**src/hw/bp_cfg.svh**
```systemverilog
`ifndef BP_CFG_SVH
`define BP_CFG_SVH

// Address and history widths of a fetch request.
`define BP_ADDR_WIDTH   30
`define BP_HIST_WIDTH   16

// Table geometry, 256 entries.
`define BP_INDEX_WIDTH  8
`define BP_TAG_WIDTH    12

// FIFO depths and credit counts on both ports.
`define BP_IN_DEPTH     4
`define BP_OUT_DEPTH    4
`define BP_OUT_CREDITS  4

`endif

```
**src/hw/bp_pkg.sv**
```systemverilog
`include "bp_cfg.svh"

package bp_pkg;

    ////////////////////////////////////////////////////////////////////////////
    // Fetch side.
    ////////////////////////////////////////////////////////////////////////////

    typedef struct packed {
        logic [`BP_ADDR_WIDTH-1:0] pc;      // Word address of the fetch.
        logic [`BP_HIST_WIDTH-1:0] bh;      // Global branch history.
    } fetch_req_t;

    typedef struct packed {
        logic [`BP_ADDR_WIDTH-1:0] pc;
        logic [`BP_HIST_WIDTH-1:0] bh;
        logic [`BP_ADDR_WIDTH-1:0] target;  // Resolved branch target.
    } btb_update_t;

    ////////////////////////////////////////////////////////////////////////////
    // Table and result.
    ////////////////////////////////////////////////////////////////////////////

    typedef struct packed {
        logic                      valid;
        logic [`BP_TAG_WIDTH-1:0]  tag;
        logic [`BP_ADDR_WIDTH-1:0] target;
    } btb_entry_t;

    typedef enum logic [0:0] {
        src_fall_through = 1'b0,
        src_btb_hit      = 1'b1
    } pred_src_e;

    typedef struct packed {
        logic [`BP_ADDR_WIDTH-1:0] pc;
        logic [`BP_ADDR_WIDTH-1:0] npc;     // Predicted next fetch address.
        pred_src_e                 src;
    } prediction_t;

endpackage

```
**src/hw/pred_out_queue.sv**
```systemverilog
`timescale 1ns/100ps
`include "bp_cfg.svh"

module pred_out_queue (
    input  logic                clk,
    input  logic                reset,
    input  logic                res_valid,
    input  bp_pkg::prediction_t res,
    output logic                lookup_ready,
    input  logic                pred_credit,
    output logic                pred_valid,
    output bp_pkg::prediction_t pred
);

    localparam int DEPTH = `BP_OUT_DEPTH;
    localparam int PW    = (DEPTH > 1) ? $clog2(DEPTH) : 1;
    localparam int CW    = $clog2(DEPTH + 1);
    localparam int KW    = $clog2(`BP_OUT_CREDITS + 1);

    bp_pkg::prediction_t mem [DEPTH];
    logic [PW-1:0]       wr_ptr;
    logic [PW-1:0]       rd_ptr;
    logic [CW-1:0]       count;
    logic [CW:0]         pending;
    logic [KW-1:0]       credit_cnt;
    logic                pop;

    function automatic logic [PW-1:0] ptr_next(input logic [PW-1:0] ptr);
        return (ptr == PW'(DEPTH - 1)) ? '0 : ptr + 1'b1;
    endfunction

    ////////////////////////////////////////////////////////////////////////////
    // Storage and slot reservation.
    ////////////////////////////////////////////////////////////////////////////

    always_ff @(posedge clk) begin
        if (res_valid) begin
            mem[wr_ptr] <= res;
        end
    end

    // A result in the lookup register already owns a slot.
    assign pending      = {1'b0, count} + {{CW{1'b0}}, res_valid};
    assign lookup_ready = pending < DEPTH;

    ////////////////////////////////////////////////////////////////////////////
    // Downstream side.
    ////////////////////////////////////////////////////////////////////////////

    assign pop        = (count != '0) && (credit_cnt != '0);
    assign pred_valid = pop;
    assign pred       = mem[rd_ptr];

    always_ff @(posedge clk) begin
        if (reset) begin
            wr_ptr     <= '0;
            rd_ptr     <= '0;
            count      <= '0;
            credit_cnt <= KW'(`BP_OUT_CREDITS);
        end else begin
            if (res_valid) begin
                wr_ptr <= ptr_next(wr_ptr);
            end
            if (pop) begin
                rd_ptr <= ptr_next(rd_ptr);
            end
            case ({res_valid, pop})
                2'b10:   count <= count + 1'b1;
                2'b01:   count <= count - 1'b1;
                default: count <= count;
            endcase
            case ({pred_credit, pop})
                2'b10:   credit_cnt <= credit_cnt + 1'b1;
                2'b01:   credit_cnt <= credit_cnt - 1'b1;
                default: credit_cnt <= credit_cnt;   // Returned and spent together.
            endcase
        end
    end

endmodule

```
**config.mk**
```make
export PLATFORM = sky130hd
export DESIGN_NAME = pred_out_queue
export DESIGN_NICKNAME = d
export VERILOG_FILES = /design/src/hw/bp_pkg.sv /design/src/hw/pred_out_queue.sv
export VERILOG_INCLUDE_DIRS = /design/src /design/src/hw
export SDC_FILE = /design/constraint.sdc
export NUM_CORES = 1
export LEC_CHECK = 0
export BUFFER_PORTS_ARGS = -buffer_cell sky130_fd_sc_hd__buf_2
export CORE_MARGIN = 1.5
export CORE_UTILIZATION = 55
export DETAILED_ROUTE_END_ITERATION = 6
export PLACE_DENSITY = 0.84
export SLEW_MARGIN = 10
export SYNTH_ARGS = -nofsm -noshare
export SYNTH_HDL_FRONTEND = slang
export SYNTH_SLANG_ARGS = --single-unit
```
**constraint.sdc**
```tcl
create_clock -name clk -period 3.1 [get_ports clk]
set_input_delay 0.31 -clock clk [delete_from_list [all_inputs] [get_ports clk]]
set_output_delay 0.31 -clock clk [all_outputs]
set_load 0.01 [all_outputs]
```
==> out/metrics.csv <==
metric;value;unit
status;complete, no violations;
Final period util;79.0;%
final std cells w/o fill;806;
Startpoint Class;register;
fmax;408;MHz
routed vias/inst;5.54;
share of flip-flops with an asynchronous set or reset;0;%
most frequent cells in the layout;edfxtp_1, buf_2, mux4_2, dlygate4sd3_1, clkbuf_16;
yosys warns;0;
Primary FF master, synth;edfxtp_1;
initial antenna violation count;1;
VDD IR max;0.000644;V
# IOs;128;
global-route wire length before repair;26200;um
Mapped Avg Cell Area;24.5;um2
n_diodes;0;
top area cells in the synthesized netlist;edfxtp_1, mux4_2, dfxtp_1;
ratio of cells with drive above 1 in the final layout;40.4;%
Cells after Synth;388;
die height;134;um
Slew Limit Fails;0;
RePlAce Congestion;0.753;
# rows;47;
Reg2Reg Launch Point;count[0];
gr ovfl total;0;
EDFF count, synth;244;
pin count of the biggest net entering global routing;62;
post-route ant nets;0;
CTS tree;yes;
cell area power density;808;nW/um2
RSZ-0062 raised after global routing;no;
via count;4469;
DRC Markers;0;
vias in the first global route;4913;
Crit Path Category;reg -> out;
Hold Startpoint;res[58];
post-CTS resize count;0;
Starting Density;56.9;%
final wirelength;17000;um
CTS root buffer;clkbuf_16;
synthesized area;9500;um2
final setup fails;0;
setup_tns;0;ps
max_cap viols;0;
layout net count;640;
worst-path fanout max;18;
Clock Path Buffers;3;
drt first pass iters;4;
clock sink total;256;
core area;16700;um2
Layout area overhead;22.1;%
share of the synthesized area in the top cell type;77.1;%
slew margin rel.;36.5;%
H-tree Lvls;1;
post-synth cell types;25;
Hold Violations, Final;0;
Yosys reg bits;256;
worst skew pair latency;520;ps
gr usage total;19.3;%
register area share after synthesis;79.7;%
Clk pin slew, worst setup/hold paths;60;ps
Die Area;18100;um2
drt wl/cell;21.1;um
DR iter-0 viols;310;
hpwl dp;9040;um
Synth area leader;edfxtp_1;
Required @ worst endpoint;2790;ps
worst endpoint data arrival time;2140;ps
Post-Syn Nets;462;
die width;134;um
Final Critical Period;2450;ps
most common cell after layout, fill and taps aside;edfxtp_1;
CTS Buf Count;26;
Cells after DPL;722;
leakage power figure;3.97;nW
Min-Delay Path Class;in -> reg;
Setup Skew;10.5;ps
DP Worst Slack;782;ps
post-route setup slack;650;ps
Worst Tran Pin Value;953;ps
CP Capture Type;primary output;
Port Buffers;127;
-- worst paths after layout --
kind | endpoint | slack [ps] | depth (start not counted)
worst max register to register | credit_cnt[2] | 750 | 8
worst min-delay path | mem[0][58] | 20 | 1
worst max-delay path | pred[44] | 650 | 3
worst min register to register | register | 490 | 2
-- state kept, by name (all words and copies together), names as in the netlist, named ones only --
signal,flops
wr_ptr,2
credit_cnt,3
mem,244
rd_ptr,2
count,3
-- through the flow --
stage	total power, W	hold slack, ps	area [um2]	utilization [%]
floorplan	0.00546	409	9500	-
CTS	0.00945	0.0352	11600	69.3
global route	0.00972	3.90	11600	69.4
finish	0.00937	18.6	11600	69.4
global placement	0.00594	476	10300	61.6
detailed placement	0.00600	482	10300	61.6
-- repair_timing --
item	in CTS	in global routing
hold buffers	34	2
setup buffers	0	0
endpoints found under the hold margin	124	7
-- cells in the mapped netlist, types with 2 or more instances --
cell      number
nor2_1         9
inv_1         10
nand2b_1       2
o21ai_0        3
buf_2          6
dfxtp_1       12
a21oi_1        5
mux4_2        61
mux2i_1        2
ha_1           7
fa_1           2
nor3_1         2
buf_12         6
and2_1         4
edfxtp_1     244
xor2_1         4
-- worst max-delay path, cell delays in order, from the launching register on --
cell,delay [ps]
dfxtp_4,500
buf_4,390
mux4_2,570
buf_2,160
-- per-layer routing --
| metal | up-vias | GRT usage [%] | wire length [um] | part of all wire, % |
|---|---|---|---|---|
| li1 | 1984 | - | - | - |
| met1 | 2312 | 23.5 | 6730 | 40 |
| met2 | 141 | 34.8 | 9040 | 53 |
| met3 | 30 | 4.31 | 955 | 5.6 |
| met4 | 2 | 5.32 | 288 | 1.7 |
| met5 | - | 0 | 13 | 0.076 |
-- layout make-up --
| class | instances | area, um2 |
|---|---|---|
| Clock buffer | 29 | 683 |
| Sequential cell | 256 | 7570 |
| Inverter | 10 | 37.5 |
| Clock inverter | 19 | 270 |
| Fill cell | 1029 | 5100 |
| Timing Repair Buffer | 165 | 1020 |
| Multi-Input combinational cell | 107 | 1730 |
| Tap cell | 220 | 275 |
-- report_power, final --
part	internal (W)	switching [W]	total (W)
clock network	0.00216	0.00126	0.00342
logic	0.000919	0.000833	0.00175
registers	0.00398	0.000217	0.00420
-- kinds of logic after synthesis --
group,Yosys count,synth area share (%)
AO/OA/AOI/OAI,9,0.487
AND/OR/NAND/NOR,22,1.28
multiplexers,63,14.7
flip-flops,256,79.7
buffers and inverters,25,2.17
adder cells (fa/ha/maj),9,1.34
XOR/XNOR,4,0.369
Power figures use the tool's default switching activity.
