==> src/hw/bp_cfg.svh <==
`ifndef BP_CFG_SVH
`define BP_CFG_SVH

// Address and history widths of a fetch request.
`define BP_ADDR_WIDTH   30
`define BP_HIST_WIDTH   16

// Table geometry, 256 entries.
`define BP_INDEX_WIDTH  8
`define BP_TAG_WIDTH    12

// FIFO depths and credit counts on both ports.
`define BP_IN_DEPTH     4
`define BP_OUT_DEPTH    4
`define BP_OUT_CREDITS  4

`endif

==> src/hw/bp_pkg.sv <==
`include "bp_cfg.svh"

package bp_pkg;

    ////////////////////////////////////////////////////////////////////////////
    // Fetch side.
    ////////////////////////////////////////////////////////////////////////////

    typedef struct packed {
        logic [`BP_ADDR_WIDTH-1:0] pc;      // Word address of the fetch.
        logic [`BP_HIST_WIDTH-1:0] bh;      // Global branch history.
    } fetch_req_t;

    typedef struct packed {
        logic [`BP_ADDR_WIDTH-1:0] pc;
        logic [`BP_HIST_WIDTH-1:0] bh;
        logic [`BP_ADDR_WIDTH-1:0] target;  // Resolved branch target.
    } btb_update_t;

    ////////////////////////////////////////////////////////////////////////////
    // Table and result.
    ////////////////////////////////////////////////////////////////////////////

    typedef struct packed {
        logic                      valid;
        logic [`BP_TAG_WIDTH-1:0]  tag;
        logic [`BP_ADDR_WIDTH-1:0] target;
    } btb_entry_t;

    typedef enum logic [0:0] {
        src_fall_through = 1'b0,
        src_btb_hit      = 1'b1
    } pred_src_e;

    typedef struct packed {
        logic [`BP_ADDR_WIDTH-1:0] pc;
        logic [`BP_ADDR_WIDTH-1:0] npc;     // Predicted next fetch address.
        pred_src_e                 src;
    } prediction_t;

endpackage

==> src/hw/fetch_req_buffer.sv <==
`timescale 1ns/100ps
`include "bp_cfg.svh"

module fetch_req_buffer (
    input  logic               clk,
    input  logic               reset,
    input  logic               req_valid,
    input  bp_pkg::fetch_req_t req,
    output logic               req_credit,
    input  logic               lookup_ready,
    output logic               lookup_valid,
    output bp_pkg::fetch_req_t lookup_req
);

    localparam int DEPTH = `BP_IN_DEPTH;
    localparam int PW    = (DEPTH > 1) ? $clog2(DEPTH) : 1;
    localparam int CW    = $clog2(DEPTH + 1);

    bp_pkg::fetch_req_t mem [DEPTH];
    logic [PW-1:0]      wr_ptr;
    logic [PW-1:0]      rd_ptr;
    logic [CW-1:0]      count;
    logic               issue;

    function automatic logic [PW-1:0] ptr_next(input logic [PW-1:0] ptr);
        return (ptr == PW'(DEPTH - 1)) ? '0 : ptr + 1'b1;
    endfunction

    // The requester holds a credit for every push, so there is always room.
    always_ff @(posedge clk) begin
        if (req_valid) begin
            mem[wr_ptr] <= req;
        end
    end

    assign issue        = (count != '0) && lookup_ready;
    assign lookup_valid = issue;
    assign lookup_req   = mem[rd_ptr];
    assign req_credit   = issue;                     // Slot frees as the head leaves.

    always_ff @(posedge clk) begin
        if (reset) begin
            wr_ptr <= '0;
            rd_ptr <= '0;
            count  <= '0;
        end else begin
            if (req_valid) begin
                wr_ptr <= ptr_next(wr_ptr);
            end
            if (issue) begin
                rd_ptr <= ptr_next(rd_ptr);
            end
            case ({req_valid, issue})
                2'b10:   count <= count + 1'b1;
                2'b01:   count <= count - 1'b1;
                default: count <= count;
            endcase
        end
    end

endmodule

==> config.mk <==
export PLATFORM = sky130hd
export DESIGN_NAME = fetch_req_buffer
export DESIGN_NICKNAME = d
export VERILOG_FILES = /design/src/hw/bp_pkg.sv /design/src/hw/fetch_req_buffer.sv
export VERILOG_INCLUDE_DIRS = /design/src /design/src/hw
export SDC_FILE = /design/constraint.sdc
export NUM_CORES = 1
export LEC_CHECK = 0
export BUFFER_PORTS_ARGS = -buffer_cell sky130_fd_sc_hd__clkbuf_2
export CAP_MARGIN = 0
export CORE_MARGIN = 3
export CORE_UTILIZATION = 45
export DETAILED_ROUTE_END_ITERATION = 10
export GPL_ROUTABILITY_DRIVEN = 0
export SETUP_SLACK_MARGIN = 0.02
export SLEW_MARGIN = 0
export SYNTH_ARGS = -nofsm -noshare
export SYNTH_HDL_FRONTEND = slang
export SYNTH_SLANG_ARGS = --single-unit
==> constraint.sdc <==
create_clock -name clk -period 2.8 [get_ports clk]
set_clock_uncertainty 0.2 [all_clocks]
set_input_delay 0.56 -clock clk [delete_from_list [all_inputs] [get_ports clk]]
set_output_delay 0.56 -clock clk [all_outputs]
set_load 0.05 [all_outputs]
==> reports/metrics.cfg <==
[worst_hold_path]
hp-class=in2reg
worstHoldStart=req[1]

[grt]
grt_pass1_vias=3432
grt_max_degree=39
grt_pass1_wl_mm=19.24
grt_antenna_before_repair=0
grtUsageTotal_pct=14.74
overflow=0

[die]
die_h_um=132.1
core_area_sq_mm=0.01537
die_x_um=132.1
start_util_pct=46.52
rows=45
io_pins=98
die_area_sq_mm=0.01744

[worst_setup_path]
critPathMaxStageDelay_ns=0.58
rr_startpoint=count[1]$_SDFFE_PP0P_
path_cells=buf_16, mux4_1, clkbuf_2
crit_path_top_delay_cell=mux4_1
startpoint_type=flip-flop
critPathMaxFanout=29
crit_arrival_ns=1.91
cp-end-kind=output port
required_ns=2.04
path_buf_inv=2
cp_top_family=multiplexers
critPathKind=reg2out

[clock_network]
cts_made_buffers=17
cts_setup_buffers=0
clock-sinks=193
ctsHtreeMaxLevel=4
clockRootBuffer=clkbuf_16
clk_latency_ns=0.42
clk_pin_slew_ns=0.06
clockBufferDepth=2
cts_tree=done

[finish]
stdcell_area_sq_mm=0.008499
antennaDiodeCount=0
syn_to_final_growth_pct=18.86
drive_gt1_share_pct=43.17
layout.nets=461

[timing]
slew_headroom_pct=64.10
layout_setup_ws_ns=0.1278
finalHoldViolations=0
rsz0062_at_grt=false
finalCritPeriodShare_pct=95.44
setup_viol=0
timing.fmax_ghz=0.3742
worst_pin_slew_ns=0.5340
timing.hold.ws_ns=0.1573
report.final.slew_viol_count=0
fin_crit_ns=2.672
setup_tns_ns=0

[yosys]
synth_edf_count=184
syn_area_per_cell_sq_um=24.83
synth_top_area_share_pct=77.27
netlist_top_cells_area=edfxtp_1 (77%), mux4_2 (13%), dfxtp_1 (2.5%), mux4_1 (2.2%), buf_12 (1.1%)
synthAdderAreaFrac_pct=1.330
synth_top_family_by_area=multiplexers
synthCells=288
synth_seq_area_share_pct=79.79
synthXorXnorAreaFrac_pct=0.2450
synth_top_area_cell=edfxtp_1
synthFlopType=edfxtp_1
synth_simple_gate_area_share_pct=0.9974
syn-cell-area_sq_mm=0.007151
synth_mux_area_share_pct=15.08
synthDistinctLibCells=22
synth_nets=345
ys_warn_count=0
async_reset_ff_share_pct=0
synth-seq-cells=193
synth_compound_area_share_pct=0.4549

[routing]
dr.pass1.iters=4
wl_mm=12.36
viasPerCell=5.100
drtIter0Drc=179
drt-wirelength-per-cell_um=19.68
postRouteAntennaNets=0
routed-via-count=3203
drc=0

[power]
ir_worst_vdd_v=0.0006107
power_density_mw_per_mm2=896.8
power.leakage_nw=2.927

[place]
portBuffers=97
placed_cell_area_sq_mm=0.007906
place_ws_ns=0.3826
hpwl_mm=7.522

[job]
max_cap_violations=0

[status]
status=finished, final reports clean

## placed cells by master (no fill, tap or decap)
master     count
mux4_1         6
buf_16         1
mux2i_1        2
and2_2         4
clkbuf_16     17
ha_1           6
a21oi_1        4
xor2_1         2
clkbuf_2      97
edfxtp_1     184
o31ai_1        1
nand2_1        1
dfxtp_2        1
o21ai_0        1
or3_1          2
clkbuf_8       2
mux4_2        40
inv_1          7
nor2_1         6
buf_4          8
fa_1           1
buf_12         2
bufinv_16      3
clkinv_2       4
dfxtp_1        7
dfxtp_4        1
nor3b_1        1
clkbuf_1       6
## stage by stage
step / power (mW) / cells / utilization [%]
floorplan: 4.950 / 288 / -
global placement: 5.303 / 596 / 51.44
detailed placement: 5.323 / 596 / 51.44
CTS: 7.713 / 628 / 55.25
global route: 7.920 / 628 / 55.30
finish: 7.622 / 628 / 55.30
## where the power goes
group	leakage (nW)	switching, mW	internal (mW)
Combinational	0.873	1.27	0.601
Clock	0.289	0.940	1.45
Sequential	1.76	0.0512	3.31
## area by class of cell
class | count | area (sq um)
clock inverters | 7 | 110.1
flip-flops and latches | 193 | 5710
well taps | 211 | 264.0
clock buffers | 25 | 475.5
multi-input cells | 77 | 1300
fillers | 1182 | 6872
repair buffers | 108 | 613.1
inverters | 7 | 26.28
## cell usage after synthesis, drive strengths merged (2+ instances only)
| cell | n |
|---|---|
| a21oi | 4 |
| or3 | 2 |
| nor2 | 6 |
| mux4 | 46 |
| and2 | 4 |
| inv | 7 |
| buf | 10 |
| ha | 6 |
| xor2 | 2 |
| mux2i | 2 |
| dfxtp | 9 |
| edfxtp | 184 |
## sequential cells by signal, summed over array words and instances (netlist names), named ones only
signal,count
mem,184
rd_ptr,2
count,3
wr_ptr,2
## timing repair
| item | 4_1_cts | 5_1_grt |
|---|---|---|
| gates resized for setup | 0 | 1 |
| hold buffers | 0 | 0 |
| endpoints found under the hold margin | 0 | 0 |
| endpoints found under the setup margin | 0 | 1 |
## cell families after synthesis
family                   count (synthesis)
XOR/XNOR                                 2
buffers and inverters                   18
AO/OA/AOI/OAI                            6
adder cells (fa/ha/maj)                  7
multiplexers                            48
flip-flops                             193
AND/OR/NAND/NOR                         14
## final timing paths
check	endpoint	depth (start not counted)	slack (ns)
setup reg to reg	count[2]$_SDFFE_PP0P_	8	0.52
hold reg to reg	flip-flop	2	0.31
setup / recovery	lookup_req[27]	3	0.13
hold / removal	mem[1][1]$_DFFE_PP_	1	0.16
## per-layer routing
layer / vias up / part of all wire, % / track usage (%) / wire [um]
met5: - / 0 / 0 / 0
met4: 0 / 1.7 / 5.951 / 205
met3: 16 / 5.3 / 4.084 / 654
met2: 82 / 48 / 23.00 / 5919
met1: 1661 / 45 / 19.87 / 5579
li1: 1444 / - / - / -
Note: power is estimated with default switching activity, not from simulation.
